### config.mk
export PLATFORM = sky130hd
export DESIGN_NAME = battle_top
export DESIGN_NICKNAME = d
export VERILOG_FILES = /design/src/common/battle_pkg.sv /design/src/hw/battle_top.sv /design/src/hw/screen_painter.sv /design/src/tank/tank_motion.sv /design/src/terrain/terrain_map.sv /design/src/hw/frame_tick.sv
export VERILOG_INCLUDE_DIRS = /design/src /design/src/common
export SDC_FILE = /design/constraint.sdc
export NUM_CORES = 1
export LEC_CHECK = 0
export BUFFER_PORTS_ARGS = -buffer_cell sky130_fd_sc_hd__buf_2
export CORE_ASPECT_RATIO = 0.9
export CORE_MARGIN = 5
export CORE_UTILIZATION = 60
export CTS_CLUSTER_SIZE = 24
export DETAILED_ROUTE_END_ITERATION = 7
export PLACE_DENSITY_LB_ADDON = 0.08
export SYNTH_ARGS = -nofsm -noshare
export SYNTH_HDL_FRONTEND = slang
export SYNTH_SLANG_ARGS = --single-unit
export TNS_END_PERCENT = 20
### constraint.sdc
create_clock -name clock -period 7.2 [get_ports clock]
set_input_delay 0.36 -clock clock [delete_from_list [all_inputs] [get_ports clock]]
set_output_delay 0.36 -clock clock [all_outputs]
set_load 0.005 [all_outputs]
### src/common/battle_macros.svh
`ifndef BATTLE_MACROS_SVH
`define BATTLE_MACROS_SVH

`define SCREEN_W 8'd160
`define SCREEN_H 8'd120

`define TANK_W 8'd16
`define TANK_H 8'd2
`define TANK_X_MAX 8'd144 // last x where the whole tank still fits
`define TANK1_X0 8'd5
`define TANK2_X0 8'd76
`define TANK_Y0 8'd110

`define FLAT_HEIGHT 8'd117
`define HILL_HEIGHT 8'd102
`define HILL1_LO 8'd20 // hill spans include lo, exclude hi
`define HILL1_HI 8'd40
`define HILL2_LO 8'd60
`define HILL2_HI 8'd80
`define HILL3_LO 8'd100
`define HILL3_HI 8'd120

`define FUEL_FULL 5'd30
`define JUMP_FULL 4'd10

`define COL_SKY 3'b000
`define COL_GROUND 3'b111
`define COL_TANK1 3'b010
`define COL_TANK2 3'b001

`define FRAME_PERIOD_DEFAULT 833333 // 60 Hz from 50 MHz

`endif
### src/common/battle_pkg.sv
`default_nettype none

package battle_pkg;

	typedef logic [7:0] coord_t; // screen x or y, or ground height
	typedef logic [2:0] colour_t; // one bit each for red, green and blue
	typedef logic [4:0] fuel_t;
	typedef logic [3:0] jump_t;

	// clear and map run once after reset
	typedef enum logic [2:0] {
		CLEAR,
		PAINT_MAP,
		DRAW_TANKS,
		WAIT_FRAME,
		ERASE,
		STEP,
		DRAW
	} painter_state_t;

endpackage

`default_nettype wire

### src/hw/battle_top.sv
`timescale 1ns/10ps
`default_nettype none

`include "battle_macros.svh"

module battle_top
	import battle_pkg::*;
#(
	parameter int FRAME_PERIOD = `FRAME_PERIOD_DEFAULT
) (
	input wire logic clock,
	input wire logic rst,
	input wire logic [3:0] key,
	output coord_t pix_x,
	output coord_t pix_y,
	output colour_t pix_colour,
	output logic plot,
	output fuel_t fuel,
	output logic turn
);

	logic frame, map_ready, step, step_done;
	coord_t paint_x, paint_height, probe_x, probe_height;
	coord_t tank1_x, tank1_y, tank2_x, tank2_y;

	frame_tick #(.FRAME_PERIOD(FRAME_PERIOD)) u_frame_tick (
		.clock(clock), .rst(rst), .frame(frame)
	);

	terrain_map u_terrain_map (
		.clock(clock), .rst(rst), .map_ready(map_ready),
		.paint_x(paint_x), .paint_height(paint_height),
		.probe_x(probe_x), .probe_height(probe_height)
	);

	tank_motion u_tank_motion (
		.clock(clock), .rst(rst), .key(key), .step(step), .step_done(step_done),
		.probe_x(probe_x), .probe_height(probe_height),
		.tank1_x(tank1_x), .tank1_y(tank1_y), .tank2_x(tank2_x), .tank2_y(tank2_y),
		.fuel(fuel), .turn(turn)
	);

	screen_painter u_screen_painter (
		.clock(clock), .rst(rst), .frame(frame), .map_ready(map_ready),
		.paint_x(paint_x), .paint_height(paint_height),
		.tank1_x(tank1_x), .tank1_y(tank1_y), .tank2_x(tank2_x), .tank2_y(tank2_y),
		.step(step), .step_done(step_done),
		.pix_x(pix_x), .pix_y(pix_y), .pix_colour(pix_colour), .plot(plot)
	);

endmodule

`default_nettype wire

### src/hw/screen_painter.sv
`timescale 1ns/10ps
`default_nettype none

`include "battle_macros.svh"

module screen_painter
	import battle_pkg::*;
(
	input wire logic clock,
	input wire logic rst,
	input wire logic frame,
	input wire logic map_ready,
	output coord_t paint_x,
	input wire coord_t paint_height,
	input wire coord_t tank1_x,
	input wire coord_t tank1_y,
	input wire coord_t tank2_x,
	input wire coord_t tank2_y,
	output logic step,
	input wire logic step_done,
	output coord_t pix_x,
	output coord_t pix_y,
	output colour_t pix_colour,
	output logic plot
);

	painter_state_t state;
	coord_t cx, cy; // column and row of the pixel counter
	logic tsel; // which tank is being walked
	coord_t nxt_cx, nxt_cy;
	logic full_screen, row_end, screen_last, tank_last;
	coord_t tx, ty;
	coord_t sel_x, sel_y;
	colour_t sel_colour;
	logic painting;
	colour_t colour_q;
	logic map_q; // pixel in flight takes its colour from the ram

	assign paint_x = cx;
	assign tx = tsel ? tank2_x : tank1_x;
	assign ty = tsel ? tank2_y : tank1_y;

	always_comb begin
		full_screen = (state == CLEAR) || (state == PAINT_MAP);
		row_end = full_screen ? (cx == `SCREEN_W - 8'd1) : (cx == `TANK_W - 8'd1);
		nxt_cx = row_end ? 8'd0 : cx + 8'd1;
		nxt_cy = row_end ? cy + 8'd1 : cy;
		screen_last = (cx == `SCREEN_W - 8'd1) && (cy == `SCREEN_H - 8'd1);
		tank_last = (cx == `TANK_W - 8'd1) && (cy == `TANK_H - 8'd1);
	end

	always_comb begin
		sel_x = cx;
		sel_y = cy;
		sel_colour = `COL_SKY;
		painting = 1'b0;
		case (state)
			CLEAR: painting = 1'b1;
			PAINT_MAP: painting = map_ready;
			DRAW_TANKS, DRAW, ERASE: begin
				sel_x = tx + cx;
				sel_y = ty - 8'd1 + cy; // top row is y-1
				painting = 1'b1;
				if (state != ERASE) sel_colour = tsel ? `COL_TANK2 : `COL_TANK1;
			end
			default: painting = 1'b0;
		endcase
	end

	always_ff @(posedge clock) begin
		if (rst) begin
			state <= CLEAR;
			cx <= 8'd0;
			cy <= 8'd0;
			tsel <= 1'b0;
			step <= 1'b0;
		end else begin
			step <= 1'b0;
			case (state)
				CLEAR, PAINT_MAP: begin
					if (state == CLEAR || map_ready) begin
						if (screen_last) begin
							state <= (state == CLEAR) ? PAINT_MAP : DRAW_TANKS;
							cx <= 8'd0;
							cy <= 8'd0;
						end else begin
							cx <= nxt_cx;
							cy <= nxt_cy;
						end
					end
				end
				DRAW_TANKS, ERASE, DRAW: begin
					if (tank_last) begin
						cx <= 8'd0;
						cy <= 8'd0;
						tsel <= ~tsel;
						if (tsel) begin // both tanks done
							state <= (state == ERASE) ? STEP : WAIT_FRAME;
							step <= (state == ERASE);
						end
					end else begin
						cx <= nxt_cx;
						cy <= nxt_cy;
					end
				end
				WAIT_FRAME: if (frame) state <= ERASE;
				STEP: if (step_done) state <= DRAW;
				default: state <= CLEAR;
			endcase
		end
	end

	always_ff @(posedge clock) begin
		if (rst) begin
			plot <= 1'b0;
			map_q <= 1'b0;
		end else begin
			plot <= painting;
			map_q <= (state == PAINT_MAP);
		end
	end

	always_ff @(posedge clock) begin
		pix_x <= sel_x;
		pix_y <= sel_y;
		colour_q <= sel_colour;
	end

	// ground below the column height, sky above
	assign pix_colour = map_q ? ((pix_y > paint_height) ? `COL_GROUND : `COL_SKY) : colour_q;

endmodule

`default_nettype wire

### src/tank/tank_motion.sv
`timescale 1ns/10ps
`default_nettype none

`include "battle_macros.svh"

module tank_motion
	import battle_pkg::*;
(
	input wire logic clock,
	input wire logic rst,
	input wire logic [3:0] key,
	input wire logic step,
	output logic step_done,
	output coord_t probe_x,
	input wire coord_t probe_height,
	output coord_t tank1_x,
	output coord_t tank1_y,
	output coord_t tank2_x,
	output coord_t tank2_y,
	output fuel_t fuel,
	output logic turn
);

	logic [2:0] phase; // 0 idle, 1..3 height fetch, 4 update
	jump_t jump_cap;
	coord_t cur_x, cur_y;
	coord_t h_here, h_right;
	coord_t nx, ny;
	jump_t njump;
	fuel_t nfuel;
	logic moved_up;
	logic fire_key, right_key, left_key, jump_key;

	assign fire_key = ~key[0]; // keys are active low
	assign right_key = ~key[1];
	assign left_key = ~key[2];
	assign jump_key = ~key[3];

	assign cur_x = turn ? tank2_x : tank1_x;
	assign cur_y = turn ? tank2_y : tank1_y;
	assign step_done = (phase == 3'd4);

	// address for the height arriving one phase later
	always_comb begin
		case (phase)
			3'd2: probe_x = cur_x + 8'd1;
			3'd3: probe_x = (cur_x == 8'd0) ? cur_x : cur_x - 8'd1;
			default: probe_x = cur_x;
		endcase
	end

	// probe_height holds the left neighbour during phase 4
	always_comb begin
		ny = cur_y;
		njump = jump_cap;
		moved_up = 1'b0;
		if (!jump_key && cur_y == h_here) begin
			njump = `JUMP_FULL; // standing on the ground
		end else if ((!jump_key || jump_cap == 4'd0) && cur_y < h_here) begin
			ny = cur_y + 8'd1; // falling
			njump = 4'd0;
		end else if (jump_key && jump_cap != 4'd0) begin
			ny = cur_y - 8'd1;
			njump = jump_cap - 4'd1;
			moved_up = 1'b1;
		end

		nx = cur_x;
		if (right_key && cur_x < `TANK_X_MAX && h_right >= cur_y) begin
			nx = cur_x + 8'd1;
		end else if (left_key && cur_x > 8'd0 && probe_height >= cur_y) begin
			nx = cur_x - 8'd1;
		end

		nfuel = (nx != cur_x || moved_up) ? fuel - 5'd1 : fuel; // one unit per step
	end

	always_ff @(posedge clock) begin
		if (rst) begin
			phase <= 3'd0;
		end else if (phase == 3'd0) begin
			phase <= step ? 3'd1 : 3'd0;
		end else begin
			phase <= (phase == 3'd4) ? 3'd0 : phase + 3'd1;
		end
	end

	always_ff @(posedge clock) begin
		if (phase == 3'd2) h_here <= probe_height;
		if (phase == 3'd3) h_right <= probe_height;
	end

	always_ff @(posedge clock) begin
		if (rst) begin
			turn <= 1'b0;
			fuel <= `FUEL_FULL;
			jump_cap <= `JUMP_FULL;
			tank1_x <= `TANK1_X0;
			tank1_y <= `TANK_Y0;
			tank2_x <= `TANK2_X0;
			tank2_y <= `TANK_Y0;
		end else if (phase == 3'd4) begin
			if (fire_key) begin
				turn <= ~turn; // end of turn
				fuel <= `FUEL_FULL;
				jump_cap <= `JUMP_FULL;
			end else if (fuel != 5'd0) begin
				jump_cap <= njump;
				fuel <= nfuel;
				if (turn) begin
					tank2_x <= nx;
					tank2_y <= ny;
				end else begin
					tank1_x <= nx;
					tank1_y <= ny;
				end
			end
		end
	end

endmodule

`default_nettype wire

### src/terrain/terrain_map.sv
`timescale 1ns/10ps
`default_nettype none

`include "battle_macros.svh"

module terrain_map
	import battle_pkg::*;
(
	input wire logic clock,
	input wire logic rst,
	output logic map_ready,
	input wire coord_t paint_x,
	output coord_t paint_height,
	input wire coord_t probe_x,
	output coord_t probe_height
);

	coord_t height_mem [0:159];
	coord_t build_x;
	coord_t build_height;
	logic in_hill;

	// three flat-topped hills on a flat floor
	always_comb begin
		in_hill = ((build_x >= `HILL1_LO) && (build_x < `HILL1_HI)) ||
			((build_x >= `HILL2_LO) && (build_x < `HILL2_HI)) ||
			((build_x >= `HILL3_LO) && (build_x < `HILL3_HI));
		build_height = in_hill ? `HILL_HEIGHT : `FLAT_HEIGHT;
	end

	always_ff @(posedge clock) begin
		if (rst) begin
			build_x <= '0;
			map_ready <= 1'b0;
		end else if (!map_ready) begin
			if (build_x == `SCREEN_W - 8'd1) begin
				map_ready <= 1'b1; // last column written this cycle
			end else begin
				build_x <= build_x + 8'd1;
			end
		end
	end

	always_ff @(posedge clock) begin
		if (!map_ready && !rst) begin
			height_mem[build_x] <= build_height;
		end
	end

	// two read ports with one cycle latency
	always_ff @(posedge clock) begin
		paint_height <= height_mem[paint_x];
		probe_height <= height_mem[probe_x];
	end

endmodule

`default_nettype wire

### src/hw/frame_tick.sv
`timescale 1ns/10ps
`default_nettype none

`include "battle_macros.svh"

module frame_tick #(
	parameter int FRAME_PERIOD = `FRAME_PERIOD_DEFAULT
) (
	input wire logic clock,
	input wire logic rst,
	output logic frame
);

	localparam int CW = $clog2(FRAME_PERIOD + 1);

	logic [CW-1:0] count;

	always_ff @(posedge clock) begin
		if (rst) begin
			count <= CW'(FRAME_PERIOD - 1);
			frame <= 1'b0;
		end else if (count == '0) begin
			count <= CW'(FRAME_PERIOD - 1); // reload
			frame <= 1'b1;
		end else begin
			count <= count - 1'b1;
			frame <= 1'b0;
		end
	end

endmodule

`default_nettype wire

== Word level (Yosys, flattened, before mapping) ==
Memories as Yosys holds them, arrays and structs flattened. A register that Yosys moved wholly into a read port is not among the register bits.
Index checks and enable logic that the tools add are counted.
Storage, ports and cells
  word-level logic and storage cells: 190
  bits in registers: 149
  RAM bits: 800
  memories kept: 1
  output and inout port bits: 26
Memories
  u_terrain_map.height_mem: words 160, bits a word 5, read ports 2, clocked after memory_dff 2, write ports 1, line terrain_map.sv:18  | coord_t height_mem [0:159];
Cells by class
  eq/ne operators: 26
  reduce and logical (&&, ||, !) cells: 44
  add/subtract/negate cells: 14
  muxes and demuxes: 57
  bitwise logic cells: 10
  magnitude comparators: 12
Operators by type and width (count)
  2-to-1 mux 8 bit: 20
  one-hot mux 8 bit (2 select lines): 3
  adder 8 x 1 -> 8 bit (second input constant): 5
  2-to-1 mux 3 bit: 11
  subtractor 8 x 1 -> 8 bit (second input constant): 3
  zero test 20 bit: 1
  2-to-1 mux 4 bit: 5
  2-to-1 mux 5 bit: 4
  subtractor 20 x 1 -> 20 bit (second input constant): 1
  adder 8 bit: 2
  equality test 8 bit (second input constant): 2
  greater-or-equal comparator 8 bit: 2
  < comparator 8 x 7 -> 1 bit (second input constant): 2
  logical AND 1 bit: 13
  equality test 3 x 2 -> 1 bit (second input constant): 4
  equality test 3 bit (second input constant): 4
  != test 2 x 1 -> 1 bit (second input constant): 6
  one-hot mux 3 bit (4 select lines): 1
  2-to-1 mux 1 bit: 10
  NOT 1 bit: 10
  AND reduction 2 bit: 5
  equality test 8 x 1 -> 1 bit (second input constant): 1
  equality test 8 x 4 -> 1 bit (second input constant): 1
  equality test 8 x 7 -> 1 bit (second input constant): 1
  other kinds (33): 46

== Depth between registers and ports, before layout ==
Gate-level depths: netlist of the first run.
  depth after elaboration: 11
  depth in mapped cells: 18
  gate-level depth less buffers: 14

== Hierarchy ==
A second synthesis of the first run with hierarchy kept.
Unflattened totals
  cells, all modules: 2112
  area total of the unflattened synthesis: 25124.1 µm²
Modules (own cells, without submodules)
  terrain_map: sequential area each 9869.5 µm², times used 1, area each 16888.7 µm², cells each 1138
  tank_motion: sequential area each 1381.3 µm², times used 1, area each 4297.9 µm², cells each 505
  screen_painter: sequential area each 820.8 µm², times used 1, area each 2961.6 µm², cells each 360
  frame_tick: sequential area each 420.4 µm², times used 1, area each 975.9 µm², cells each 109

== Worst setup path before layout of the first run ==
No wires, ideal clock.
  path kind: flip-flop to flip-flop
  start: register u_terrain_map.build_x[5]
  end: memory u_terrain_map.height_mem[0][0] in the netlist's numbering (data pin)
  data arrival time: 3949 ps
  slack: 2596 ps
  stages on the path, launching flop included: 8
  buffers on the path: 1
  path through: dfxtp_1 clkbuf_1 nor2b_1 a21oi_1 nor2_1 a31oi_1 o221a_2 inv_1
Between the ends
  cells in the longest elaborated chain, start to end: 5
  elaborated cells between the ends (all ways): 12
  classes of those cells: order compare (6); mux (1); reduce/logical (5)
Ends and longest elaborated chain
  start: declaration: line terrain_map.sv:19  | coord_t build_x;
  start signal: assignment: line terrain_map.sv:39  | build_x <= build_x + 8'd1;
  greater-or-equal comparator 8 x 5 -> 1 bit (no source line), or another cell as far along
  logical AND 1 bit (on tied branches): line terrain_map.sv:25, terrain_map.sv:26
  logical OR 1 bit: line terrain_map.sv:25  | in_hill = ((build_x >= `HILL1_LO) && (build_x < `HILL1_HI)) ||
  logical OR 1 bit *: line terrain_map.sv:25
  2-to-1 mux 5 bit (no source line) *
  named net u_terrain_map.build_height[0]: line terrain_map.sv:20  | coord_t build_height;
  end: declaration: line terrain_map.sv:18
Mark *: on every way through the listed nets, which the timed path passes. The rest lies on a longest branch.

== Final worst setup path of the first run ==
  start: register u_tank_motion.turn
  end: register u_terrain_map.probe_height[0] (read register of u_terrain_map.height_mem)
Between the ends
  cells in the longest elaborated chain, start to end: 4
  elaborated cells between the ends (all ways): 6
  classes of those cells: add/sub (2); mux (3); reduce/logical (1)
Ends and longest elaborated chain
  start: declaration: line tank_motion.sv:21  | output logic turn
  start signal: assignment: line tank_motion.sv:104  | turn <= ~turn;
  2-to-1 mux 8 bit *: line tank_motion.sv:39  | assign cur_x = turn ? tank2_x : tank1_x;
  subtractor 8 x 1 -> 8 bit / zero test 8 bit (equally long branches): line tank_motion.sv:47  | 3'd3: probe_x = (cur_x == 8'd0) ? cur_x : cur_x - 8'd1;
  2-to-1 mux 8 bit: line tank_motion.sv:47
  one-hot mux 8 bit (2 select lines) *: line tank_motion.sv:45  | case (phase)
  end: declaration: line terrain_map.sv:15  | output coord_t probe_height
Every way passes the cells marked *; elsewhere a longest branch is shown, timed or not.
A chain may end at the register's enable or synchronous reset.

==> results of run 1 <==
final timing paths:
path	slack, ns	cells past startpoint	startpoint	to
setup / recovery	1.58	12	u_tank_motion.turn$_SDFFE_PP0P_	u_terrain_map.probe_height[0]$_DFF_P_
setup reg to reg	1.58	12	u_tank_motion.turn$_SDFFE_PP0P_	u_terrain_map.probe_height[0]$_DFF_P_
hold / removal	0.17	4	key[0]	u_tank_motion.fuel[1]$_SDFFE_PP1P_
hold reg to reg	0.46	1	u_frame_tick.count[0]$_SDFF_PP0_	u_frame_tick.count[0]$_SDFF_PP0_
flip-flops by register name (all words and copies together) (netlist names), 2 cells and up:
signal,count
u_frame_tick.count,20
u_tank_motion.tank2_x,8
u_screen_painter.paint_x,8
u_screen_painter.state,3
u_tank_motion.phase,3
u_tank_motion.tank2_y,8
u_screen_painter.pix_x,8
u_tank_motion.tank1_x,8
u_terrain_map.probe_height,2
u_terrain_map.paint_height,2
u_tank_motion.jump_cap,4
u_tank_motion.h_here,2
u_tank_motion.h_right,2
u_tank_motion.tank1_y,8
u_screen_painter.colour_q,2
u_screen_painter.cy,8
u_screen_painter.pix_y,8
u_terrain_map.build_x,8
u_tank_motion.fuel,5
u_terrain_map.height_mem,320
Yosys cell counts, types with 5 or more instances:
library cell	n
sky130_fd_sc_hd__a21oi_1	67
sky130_fd_sc_hd__nand4_1	12
sky130_fd_sc_hd__buf_4	5
sky130_fd_sc_hd__a221oi_1	13
sky130_fd_sc_hd__nor3b_1	5
sky130_fd_sc_hd__o21ai_0	43
sky130_fd_sc_hd__a211oi_1	12
sky130_fd_sc_hd__a311oi_1	13
sky130_fd_sc_hd__xor2_1	30
sky130_fd_sc_hd__inv_1	62
sky130_fd_sc_hd__or3_1	6
sky130_fd_sc_hd__a211o_1	17
sky130_fd_sc_hd__xnor2_1	52
sky130_fd_sc_hd__buf_2	17
sky130_fd_sc_hd__o21bai_1	11
sky130_fd_sc_hd__o211ai_1	8
sky130_fd_sc_hd__nand2b_1	14
sky130_fd_sc_hd__and2_1	10
sky130_fd_sc_hd__nor2_1	291
sky130_fd_sc_hd__nor3_1	32
sky130_fd_sc_hd__dfxtp_1	120
sky130_fd_sc_hd__nor4_1	16
sky130_fd_sc_hd__and3_1	6
sky130_fd_sc_hd__buf_1	11
sky130_fd_sc_hd__edfxtp_1	324
sky130_fd_sc_hd__buf_6	7
sky130_fd_sc_hd__a21boi_0	25
sky130_fd_sc_hd__a31oi_1	16
sky130_fd_sc_hd__clkbuf_1	94
sky130_fd_sc_hd__a21o_1	9
sky130_fd_sc_hd__o22ai_1	14
sky130_fd_sc_hd__or2_2	6
sky130_fd_sc_hd__nand2_1	269
sky130_fd_sc_hd__ha_1	53
sky130_fd_sc_hd__nand3_1	100
sky130_fd_sc_hd__nor4b_1	6
sky130_fd_sc_hd__mux4_2	105
sky130_fd_sc_hd__mux2i_1	87
sky130_fd_sc_hd__mux2_2	20
sky130_fd_sc_hd__nor2b_1	11
sky130_fd_sc_hd__a2111oi_0	10
stage by stage:
stage | total power (W) | hold slack, ns | cell area [um2] | setup WS (ns)
floorplan | 0.00298 | 0.426 | 23500 | 2.60
global placement | 0.00305 | 0.439 | 24000 | 1.64
detailed placement | 0.00305 | 0.449 | 24000 | 1.59
CTS | 0.00550 | 0.136 | 25600 | 1.61
global route | 0.00563 | 0.190 | 25600 | 1.38
finish | 0.00549 | 0.169 | 25600 | 1.58
power by group:
group / switching, W / internal (W) / total, W
Combinational: 0.000119 / 0.000125 / 0.000244
Sequential: 0.0000336 / 0.00272 / 0.00275
Clock: 0.00101 / 0.00148 / 0.00249
Total: 0.00117 / 0.00432 / 0.00549
cell families (layout without fill, tap and decap cells):
group | Yosys count | after routing | synth area share [%]
buffers and inverters | 198 | 203 | 3.55
AO/OA/AOI/OAI | 297 | 297 | 8.75
multiplexers | 214 | 214 | 14.8
XOR/XNOR | 82 | 82 | 3.05
adder cells (fa/ha/maj) | 55 | 55 | 2.99
AND/OR/NAND/NOR | 810 | 810 | 15.3
flip-flops | 444 | 444 | 51.5
cell usage in the layout (no fill, tap or decap), types with 14 or more instances in the layout:
cell type                   netlist  final
sky130_fd_sc_hd__nor2_1         291    291
sky130_fd_sc_hd__inv_1           62     61
sky130_fd_sc_hd__mux4_2         105    105
sky130_fd_sc_hd__o21ai_0         43     42
sky130_fd_sc_hd__buf_2           17     31
sky130_fd_sc_hd__a21oi_1         67     66
sky130_fd_sc_hd__a31oi_1         16     16
sky130_fd_sc_hd__o22ai_1         14     14
sky130_fd_sc_hd__a21boi_0        25     25
sky130_fd_sc_hd__dfxtp_1        120    116
sky130_fd_sc_hd__nand2_1        269    267
sky130_fd_sc_hd__xor2_1          30     30
sky130_fd_sc_hd__mux2_2          20     20
sky130_fd_sc_hd__buf_4            5     22
sky130_fd_sc_hd__clkbuf_16        0     48
sky130_fd_sc_hd__nand3_1        100    100
sky130_fd_sc_hd__xnor2_1         52     52
sky130_fd_sc_hd__a211o_1         17     17
sky130_fd_sc_hd__edfxtp_1       324    324
sky130_fd_sc_hd__mux2i_1         87     87
sky130_fd_sc_hd__ha_1            53     53
sky130_fd_sc_hd__nor3_1          32     32
sky130_fd_sc_hd__nand2b_1        14     14
sky130_fd_sc_hd__nor4_1          16     15
metal layers:
| layer | wire length (um) | part of all wire (%) | vias to the layer above | GRT usage (%) |
|---|---|---|---|---|
| li1 | - | - | 7688 | - |
| met1 | 25700 | 39 | 8464 | 41.8 |
| met2 | 31300 | 47 | 1011 | 49.8 |
| met3 | 6710 | 10 | 188 | 6.57 |
| met4 | 2720 | 4.1 | 0 | 10.5 |
| met5 | 0 | 0 | - | 0 |
cell type report:
cell class | count | area [um2] | share of cell area (%)
Sequential cell | 444 | 12100 | 47.5
Multi-Input combinational cell | 1458 | 10600 | 41.5
Clock buffer | 61 | 1290 | 5.04
Tap cell | 525 | 657 | 2.57
Timing Repair Buffer | 55 | 360 | 1.41
Clock inverter | 23 | 278 | 1.09
Inverter | 64 | 243 | 0.949
worst register-to-register path, stage by stage, from the launching register on:
cell                        delay (ns)
sky130_fd_sc_hd__dfxtp_2          0.90
sky130_fd_sc_hd__mux2i_1          0.64
sky130_fd_sc_hd__ha_1             0.41
sky130_fd_sc_hd__inv_1            0.12
sky130_fd_sc_hd__nor3_1           0.08
sky130_fd_sc_hd__or4_4            0.58
sky130_fd_sc_hd__nor2_8           0.74
sky130_fd_sc_hd__mux2i_1          0.32
sky130_fd_sc_hd__a211oi_1         0.10
sky130_fd_sc_hd__a2111oi_0        0.88
sky130_fd_sc_hd__nor4_1           0.23
sky130_fd_sc_hd__a31oi_1          0.35
sky130_fd_sc_hd__a31oi_1          0.13
==> reports/qor.tcl, run 1 <==
set qor(status) {finished clean}
set qor(synth.top_cells.by_area) {sky130_fd_sc_hd__edfxtp_1 41%, sky130_fd_sc_hd__dfxtp_1 10%, sky130_fd_sc_hd__mux4_2 10%}
set qor(critical_path.top_delay_family) {simple AND/OR/NAND/NOR gates}
set qor(utilization_pct) 66.3
set qor(tightestPinTransition_ns) 1.22
set qor(cts_tree) {built}
set qor(worst_path_max_delay_cell) {sky130_fd_sc_hd__dfxtp_2}
set qor(final_setup_violation_count) 0
set qor(num-nets-final) 2129
set qor(max_freq_mhz) 178
set qor(drtPass1Iterations) 6
set qor(grt_usage_pct) 30.7
set qor(postCtsSetupBuffers) 0
set qor(grt_first_pass_wirelength_um) 101000
set qor(detail_route.iter0.violations) 2504
set qor(number_of_global_route_vias_before_repair) 16900
set qor(post-route-period-util_pct) 78.1
set qor(number_of_flops_mapped_to_enable_cells_by_yosys) 324
set qor(powerDensity_mw_per_mm2) 215
set qor(asyncSetResetFlopFracSynth_pct) 0
set qor(hold_buffers) 0
set qor(synth_area_leader_cell) {sky130_fd_sc_hd__edfxtp_1}
set qor(critical_path_peak_fanout) 57
set qor(fin_cells) 2630
set qor(grt.overflow.total) 0
set qor(clock-skew-final_ns) 0.0108
set qor(relSlewSlack_pct) 17.8
set qor(timing.critical_path.from_type) {flop}
set qor(worstPathArrival_ns) 6.05
set qor(rows) 68
set qor(detailroute.via_count) 17400
set qor(syn-num-nets) 2161
set qor(final_layout_size_suffix_gt1_share_pct) 13.6
set qor(start_util_pct) 61.1
set qor(vias_per_cell) 6.60
set qor(antenna-diode-count) 0
set qor(core_area_mm2) 0.0385
set qor(syn_area_mm2) 0.0235
set qor(clock-sinks) 444
set qor(floorplan.io_pins) 32
set qor(gp_routability_congestion) 0.978
set qor(grt_setup_unrepaired) {no}
set qor(ys_seq_area_share_pct) 51.5
set qor(critPathCaptureType) {flop}
set qor(clk_pin_slew_worst_paths_ns) 0.06
set qor(delay_of_the_slowest_cell_on_the_worst_path_ns) 0.90
set qor(postSynthCellCount) 2100
set qor(floorplan.die_area_mm2) 0.0433
set qor(synth-seq-cells) 444
set qor(die_h_um) 198
set qor(fillCellCount) 2938
set qor(cts.root.buffer_cell) {sky130_fd_sc_hd__clkbuf_16}
set qor(cp_num_buf_inv) 1
set qor(worst_voltage_drop_across_the_vdd_grid_uv) 218
set qor(place_hpwl_um) 43200
set qor(yosys_most_used_dff) {sky130_fd_sc_hd__edfxtp_1}
set qor(largest_net_degree_at_the_start_of_global_routing) 98
set qor(yosys.cell_types.count) 80
set qor(synth_top_area_share_pct) 41.3
set qor(synthesis.yosys.warnings) 0
set qor(finalWirelength_um) 66400
set qor(synthToLayoutAreaGrowth_pct) 8.61
set qor(dp_cells) 2546
set qor(max_cap_viol_count) 0
set qor(setup_total_negative_slack_ns) 0
set qor(finalCriticalPeriod_ns) 5.62
set qor(clock_latency_ns) 0.58
set qor(port_buffers) 31
set qor(cts_buffer_depth) 3
set qor(criticalPathCategory) {reg -> reg}
set qor(syn-mean-instance-area_um2) 11.2
set qor(chip_width_um) 219
set qor(critical_path.cell_chain) {mux2i_1 > ha_1 > inv_1 > nor3_1 > or4_4 > nor2_8 > mux2i_1 > a211oi_1 > a2111oi_0 > nor4_1 > a31oi_1 > a31oi_1}
set qor(power.leakage_nw) 8.42
set qor(report.final.slew_viol_count) 0
set qor(final_antenna_net_count) 0
set qor(clock_tree.htree_level_count) 2
set qor(finalHoldViolations) 0
set qor(cts_resized) 0
set qor(avgRoutedWirePerCell_um) 25.3
set qor(drc_violations_left) 0
set qor(holdCritPathClass) {in -> reg}
set qor(antenna_found_initial) 1
set qor(cts_inserted_buffers) 45
set qor(timing.critical_path.required_ns) 7.63
Note: power is estimated with default switching activity, not from simulation.
==> inputs of run 2 (changes only) <==
--- a/config.mk
+++ b/config.mk
@@ -6,10 +6,11 @@
 export SDC_FILE = /design/constraint.sdc
 export NUM_CORES = 1
 export LEC_CHECK = 0
+export ABC_AREA = 1
 export BUFFER_PORTS_ARGS = -buffer_cell sky130_fd_sc_hd__buf_2
 export CORE_ASPECT_RATIO = 0.9
 export CORE_MARGIN = 5
-export CORE_UTILIZATION = 60
+export CORE_UTILIZATION = 58
 export CTS_CLUSTER_SIZE = 24
 export DETAILED_ROUTE_END_ITERATION = 7
 export PLACE_DENSITY_LB_ADDON = 0.08
==> constraint.sdc (replaced) <==
create_clock -name clock -period 4.6 [get_ports clock]
set_input_delay 0.23 -clock clock [delete_from_list [all_inputs] [get_ports clock]]
set_output_delay 0.23 -clock clock [all_outputs]
set_load 0.005 [all_outputs]
==> reports/qor.tcl, run 2 <==
set qor(status) {finished clean}
set qor(swShare_pct) 29.8 ;# +8.5 points
set qor(yosys.cell_types.count) 60 ;# -25%
set qor(layout_top_registers) {u_terrain_map.height_mem: 320 flops, u_frame_tick.count: 20 flops}
set qor(floorplan.io_pins) 32 ;# unchanged
set qor(syn-mean-instance-area_um2) 8.27 ;# -26%
set qor(critPathCaptureType) {flop}
set qor(dp_slack_ns) 0.704 ;# -0.883 ns
set qor(ys_seq_area_share_pct) 49.4 ;# -2.1 points
set qor(yosys_most_used_dff) {sky130_fd_sc_hd__edfxtp_1}
set qor(rr_startpoint) {u_tank_motion.turn$_SDFFE_PP0P_}
set qor(number_of_flops_mapped_to_enable_cells_by_yosys) 324 ;# unchanged
set qor(max_freq_mhz) 248 ;# +39%
set qor(finalCriticalPeriod_ns) 4.03 ;# -1.59 ns
set qor(avgRoutedWirePerCell_um) 21.4 ;# -15%
set qor(clock-sinks) 444 ;# unchanged
set qor(criticalPathCategory) {reg -> reg}
set qor(r2r_setup_slk_ns) 0.57 ;# -1.01 ns
set qor(vias_per_cell) 6.24 ;# -5.4%
set qor(mostFrequentLayoutCells) {409 x sky130_fd_sc_hd__nand2_1, 368 x sky130_fd_sc_hd__nand3_1, 347 x sky130_fd_sc_hd__inv_1}
set qor(max_cap_viol_count) 0 ;# unchanged
set qor(hold_start) {rst}
set qor(postPlaceCellArea_mm2) 0.0251 ;# +4.5%
set qor(largest_register_ff_count) 320 ;# unchanged
set qor(clock_tree.htree_level_count) 2 ;# unchanged
set qor(worst_voltage_drop_across_the_vdd_grid_uv) 365 ;# +67%
set qor(clk_pin_slew_worst_paths_ns) 0.06 ;# about the same
set qor(clock_latency_ns) 0.59 ;# about the same
set qor(r2r-end) {u_terrain_map.probe_height[0]$_DFF_P_}
set qor(ys_top_cells_by_count) {411 x sky130_fd_sc_hd__nand2_1, 368 x sky130_fd_sc_hd__nand3_1, 351 x sky130_fd_sc_hd__inv_1, 324 x sky130_fd_sc_hd__edfxtp_1, 296 x sky130_fd_sc_hd__o21ai_0}
set qor(syn_area_mm2) 0.0246 ;# +4.3%
set qor(drtPass1Iterations) 6 ;# unchanged
set qor(cts_inserted_buffers) 48 ;# +6.7%
set qor(cts_tree) {built}
set qor(cellInternalPower_w) 0.00706 ;# +64%
set qor(min_delay_path_depth) 3 ;# -1
set qor(num-nets-final) 2987 ;# +40%
set qor(post-layout-total-power_w) 0.0101 ;# +83%
set qor(setup_ws_ns) 0.567 ;# -1.01 ns
set qor(asyncSetResetFlopFracSynth_pct) 0 ;# unchanged
set qor(core_area_mm2) 0.0418 ;# +8.6%
set qor(drc_violations_left) 0 ;# unchanged
set qor(postCtsSetupBuffers) 0 ;# unchanged
set qor(clock-skew-final_ns) 0.0227 ;# +0.0119 ns
set qor(grtUsageMet2_pct) 47.3 ;# -2.4 points
set qor(final_layout_size_suffix_gt1_share_pct) 7.39 ;# -6.2 points
set qor(finalWirelength_um) 75100 ;# +13%
set qor(final_antenna_net_count) 0 ;# unchanged
set qor(power.leakage_nw) 10.1 ;# +20%
set qor(postSynthCellCount) 2970 ;# +41%
set qor(final_setup_violation_count) 0 ;# unchanged
set qor(timing.critical_path.required_ns) 5.08 ;# -2.55 ns
set qor(power_frac_seq_pct) 44.3 ;# -5.9 points
set qor(syn-num-nets) 3031 ;# +40%
set qor(share_clk_of_total_power_pct) 38.8 ;# -6.6 points
set qor(grt_setup_unrepaired) {no}
set qor(cts_buffer_depth) 3 ;# unchanged
set qor(tightestPinTransition_ns) 1.10 ;# -0.127 ns
set qor(detail_route.iter0.violations) 2907 ;# +16%
set qor(synth_area_leader_cell) {sky130_fd_sc_hd__edfxtp_1}
set qor(part_of_the_total_power_dissipated_in_combinational_logic_pct) 16.9 ;# +12 points
set qor(grt_first_pass_wirelength_um) 116000 ;# +14%
set qor(floorplan.die_area_mm2) 0.0466 ;# +7.5%
set qor(cts.root.buffer_cell) {sky130_fd_sc_hd__clkbuf_16}
set qor(place_hpwl_um) 49100 ;# +14%
set qor(synth_top_area_share_pct) 39.6 ;# -1.7 points
set qor(synth-seq-cells) 444 ;# unchanged
set qor(antenna-diode-count) 0 ;# unchanged
set qor(groute.layer.met3.usage_pct) 7.89 ;# +1.3 points
set qor(final_cell_area_mm2) 0.0267 ;# +4.3%
set qor(registers.top_by_ff_count) {u_terrain_map.height_mem}
set qor(critical_path_peak_fanout) 84 ;# +47%
set qor(grt.overflow.total) 0 ;# unchanged
set qor(utilization_pct) 63.7 ;# -2.6 points
set qor(grt_use_met1_pct) 45.6 ;# +3.8 points
set qor(reg2reg_depth) 18 ;# +6
set qor(busiest_layer) {met2}
set qor(die_h_um) 205 ;# +3.7%
set qor(post-route-period-util_pct) 87.7 ;# +9.5 points
set qor(most_common_library_cell_in_the_layout_ignoring_fill_and_taps) {sky130_fd_sc_hd__nand2_1}
set qor(report.final.slew_viol_count) 0 ;# unchanged
set qor(port_buffers) 31 ;# unchanged
set qor(setup_total_negative_slack_ns) 0 ;# unchanged
set qor(detailroute.via_count) 21900 ;# +26%
set qor(worstPathArrival_ns) 4.51 ;# -1.54 ns
set qor(gp_routability_congestion) 0.971 ;# -0.76%
set qor(synthesis.yosys.warnings) 0 ;# unchanged
set qor(netSwitchingPower_w) 0.00299 ;# +160%
set qor(chip_width_um) 227 ;# +3.7%
set qor(synth.top_cells.by_area) {sky130_fd_sc_hd__edfxtp_1 40%, sky130_fd_sc_hd__dfxtp_1 9.8%, sky130_fd_sc_hd__nand3_1 7.5%}
set qor(start_util_pct) 58.7 ;# -2.4 points
set qor(synthToLayoutAreaGrowth_pct) 8.57 ;# about the same
set qor(rows) 71 ;# +4.4%
set qor(grt_usage_pct) 31.7 ;# +1.0 points
set qor(antenna_found_initial) 2 ;# +1
set qor(finalHoldViolations) 0 ;# unchanged
set qor(number_of_global_route_vias_before_repair) 20300 ;# +20%
set qor(relSlewSlack_pct) 26.7 ;# +8.9 points
set qor(holdCritPathClass) {in -> reg}
set qor(synth.most_common_cell) {sky130_fd_sc_hd__nand2_1}
set qor(timing.critical_path.from_type) {flop}
set qor(powerDensity_mw_per_mm2) 377 ;# +76%
set qor(largest_net_degree_at_the_start_of_global_routing) 161 ;# +64%
set qor(worstHoldEndpoint) {u_terrain_map.map_ready$_SDFF_PP0_}
## run 2: changes by cell type after synthesis, sizes merged, moves of 88 or more
cell and change:
nand3 +271, a21oi +158, nand2 +153, mux4 -105, mux2i -88, o21ai +274, inv +305
## run 2: layout make-up
type | instances | area, um2
fill | 3549 | 15200
sequential | 444 | 12100
multi-input combinational | 1980 | 10300
inverter | 374 | 1410
clock buffer | 57 | 1320
tap | 547 | 684
timing repair buffer | 78 | 561
clock inverter | 30 | 256
## run 2: worst max path at each step
stage	startpoint	cells after the start	endpoint	slack, ns
6_report	u_tank_motion.turn$_SDFFE_PP0P_	18	u_terrain_map.probe_height[0]$_DFF_P_	0.57
5_1_grt	u_tank_motion.turn$_SDFFE_PP0P_	18	u_terrain_map.probe_height[1]$_DFF_P_	0.29
4_1_cts	u_tank_motion.turn$_SDFFE_PP0P_	19	u_terrain_map.probe_height[1]$_DFF_P_	0.69
3_5_place_dp	u_tank_motion.turn$_SDFFE_PP0P_	19	u_terrain_map.probe_height[1]$_DFF_P_	0.70
3_3_place_gp	u_tank_motion.turn$_SDFFE_PP0P_	18	u_terrain_map.probe_height[0]$_DFF_P_	0.85
2_1_floorplan	u_terrain_map.build_x[5]$_SDFFE_PP0P_	7	u_terrain_map.height_mem[0][1]$_DFFE_PP_	-2.73
## run 2: metrics by stage
step           cells  hold slack, ns
6_report        3510           0.176
5_1_grt         3510           0.180
4_1_cts         3510           0.158
3_5_place_dp    3422           0.402
3_3_place_gp    3422           0.401
2_1_floorplan   2970           0.340
## run 2: kinds of logic after synthesis
logic type | after synthesis | share of synthesized area (%)
XOR/XNOR | 42 | 1.50
AND/OR/NAND/NOR | 1223 | 22.4
flip-flops | 444 | 49.4
AO/OA/AOI/OAI | 659 | 14.9
buffers and inverters | 546 | 8.99
adder cells (fa/ha/maj) | 55 | 2.86
multiplexers | 1 | 0.0408
## run 2: power groups by stage
stage | Sequential, W | Combinational, W | Clock [W]
6_report | 0.00446 | 0.00170 | 0.00390
4_1_cts | 0.00445 | 0.00164 | 0.00393
5_1_grt | 0.00446 | 0.00184 | 0.00411
3_3_place_gp | 0.00453 | 0.00159 | 0
3_5_place_dp | 0.00453 | 0.00163 | 0
2_1_floorplan | 0.00441 | 0.00115 | 0
## run 2: critical path, stage by stage (launching register included)
cell	delay [ns]
sky130_fd_sc_hd__dfxtp_1	0.61
sky130_fd_sc_hd__inv_2	0.19
sky130_fd_sc_hd__or2_1	0.26
sky130_fd_sc_hd__o21ai_2	0.14
sky130_fd_sc_hd__ha_1	0.22
sky130_fd_sc_hd__nand3_1	0.11
sky130_fd_sc_hd__nor2_2	0.17
sky130_fd_sc_hd__nand3_2	0.12
sky130_fd_sc_hd__nand3_4	0.11
sky130_fd_sc_hd__buf_4	0.78
sky130_fd_sc_hd__nand3b_1	0.17
sky130_fd_sc_hd__nand3_1	0.13
sky130_fd_sc_hd__nand3_1	0.08
sky130_fd_sc_hd__nand3_1	0.18
sky130_fd_sc_hd__nand3_1	0.15
sky130_fd_sc_hd__nand3_1	0.11
sky130_fd_sc_hd__nand3_1	0.14
sky130_fd_sc_hd__nand3_1	0.13
sky130_fd_sc_hd__nand2_1	0.06
## run 2: layer usage
metal / share of wire, % / vias to the layer above
met4: 3.5 / 4
met2: 43 / 1306
met3: 12 / 204
met5: 0.036 / -
met1: 41 / 10300
li1: - / 10100
## run 2: what timing repair did
item	CTS	global route
gates resized for setup	0	0
hold endpoints to repair	1	0
hold buffers	1	0
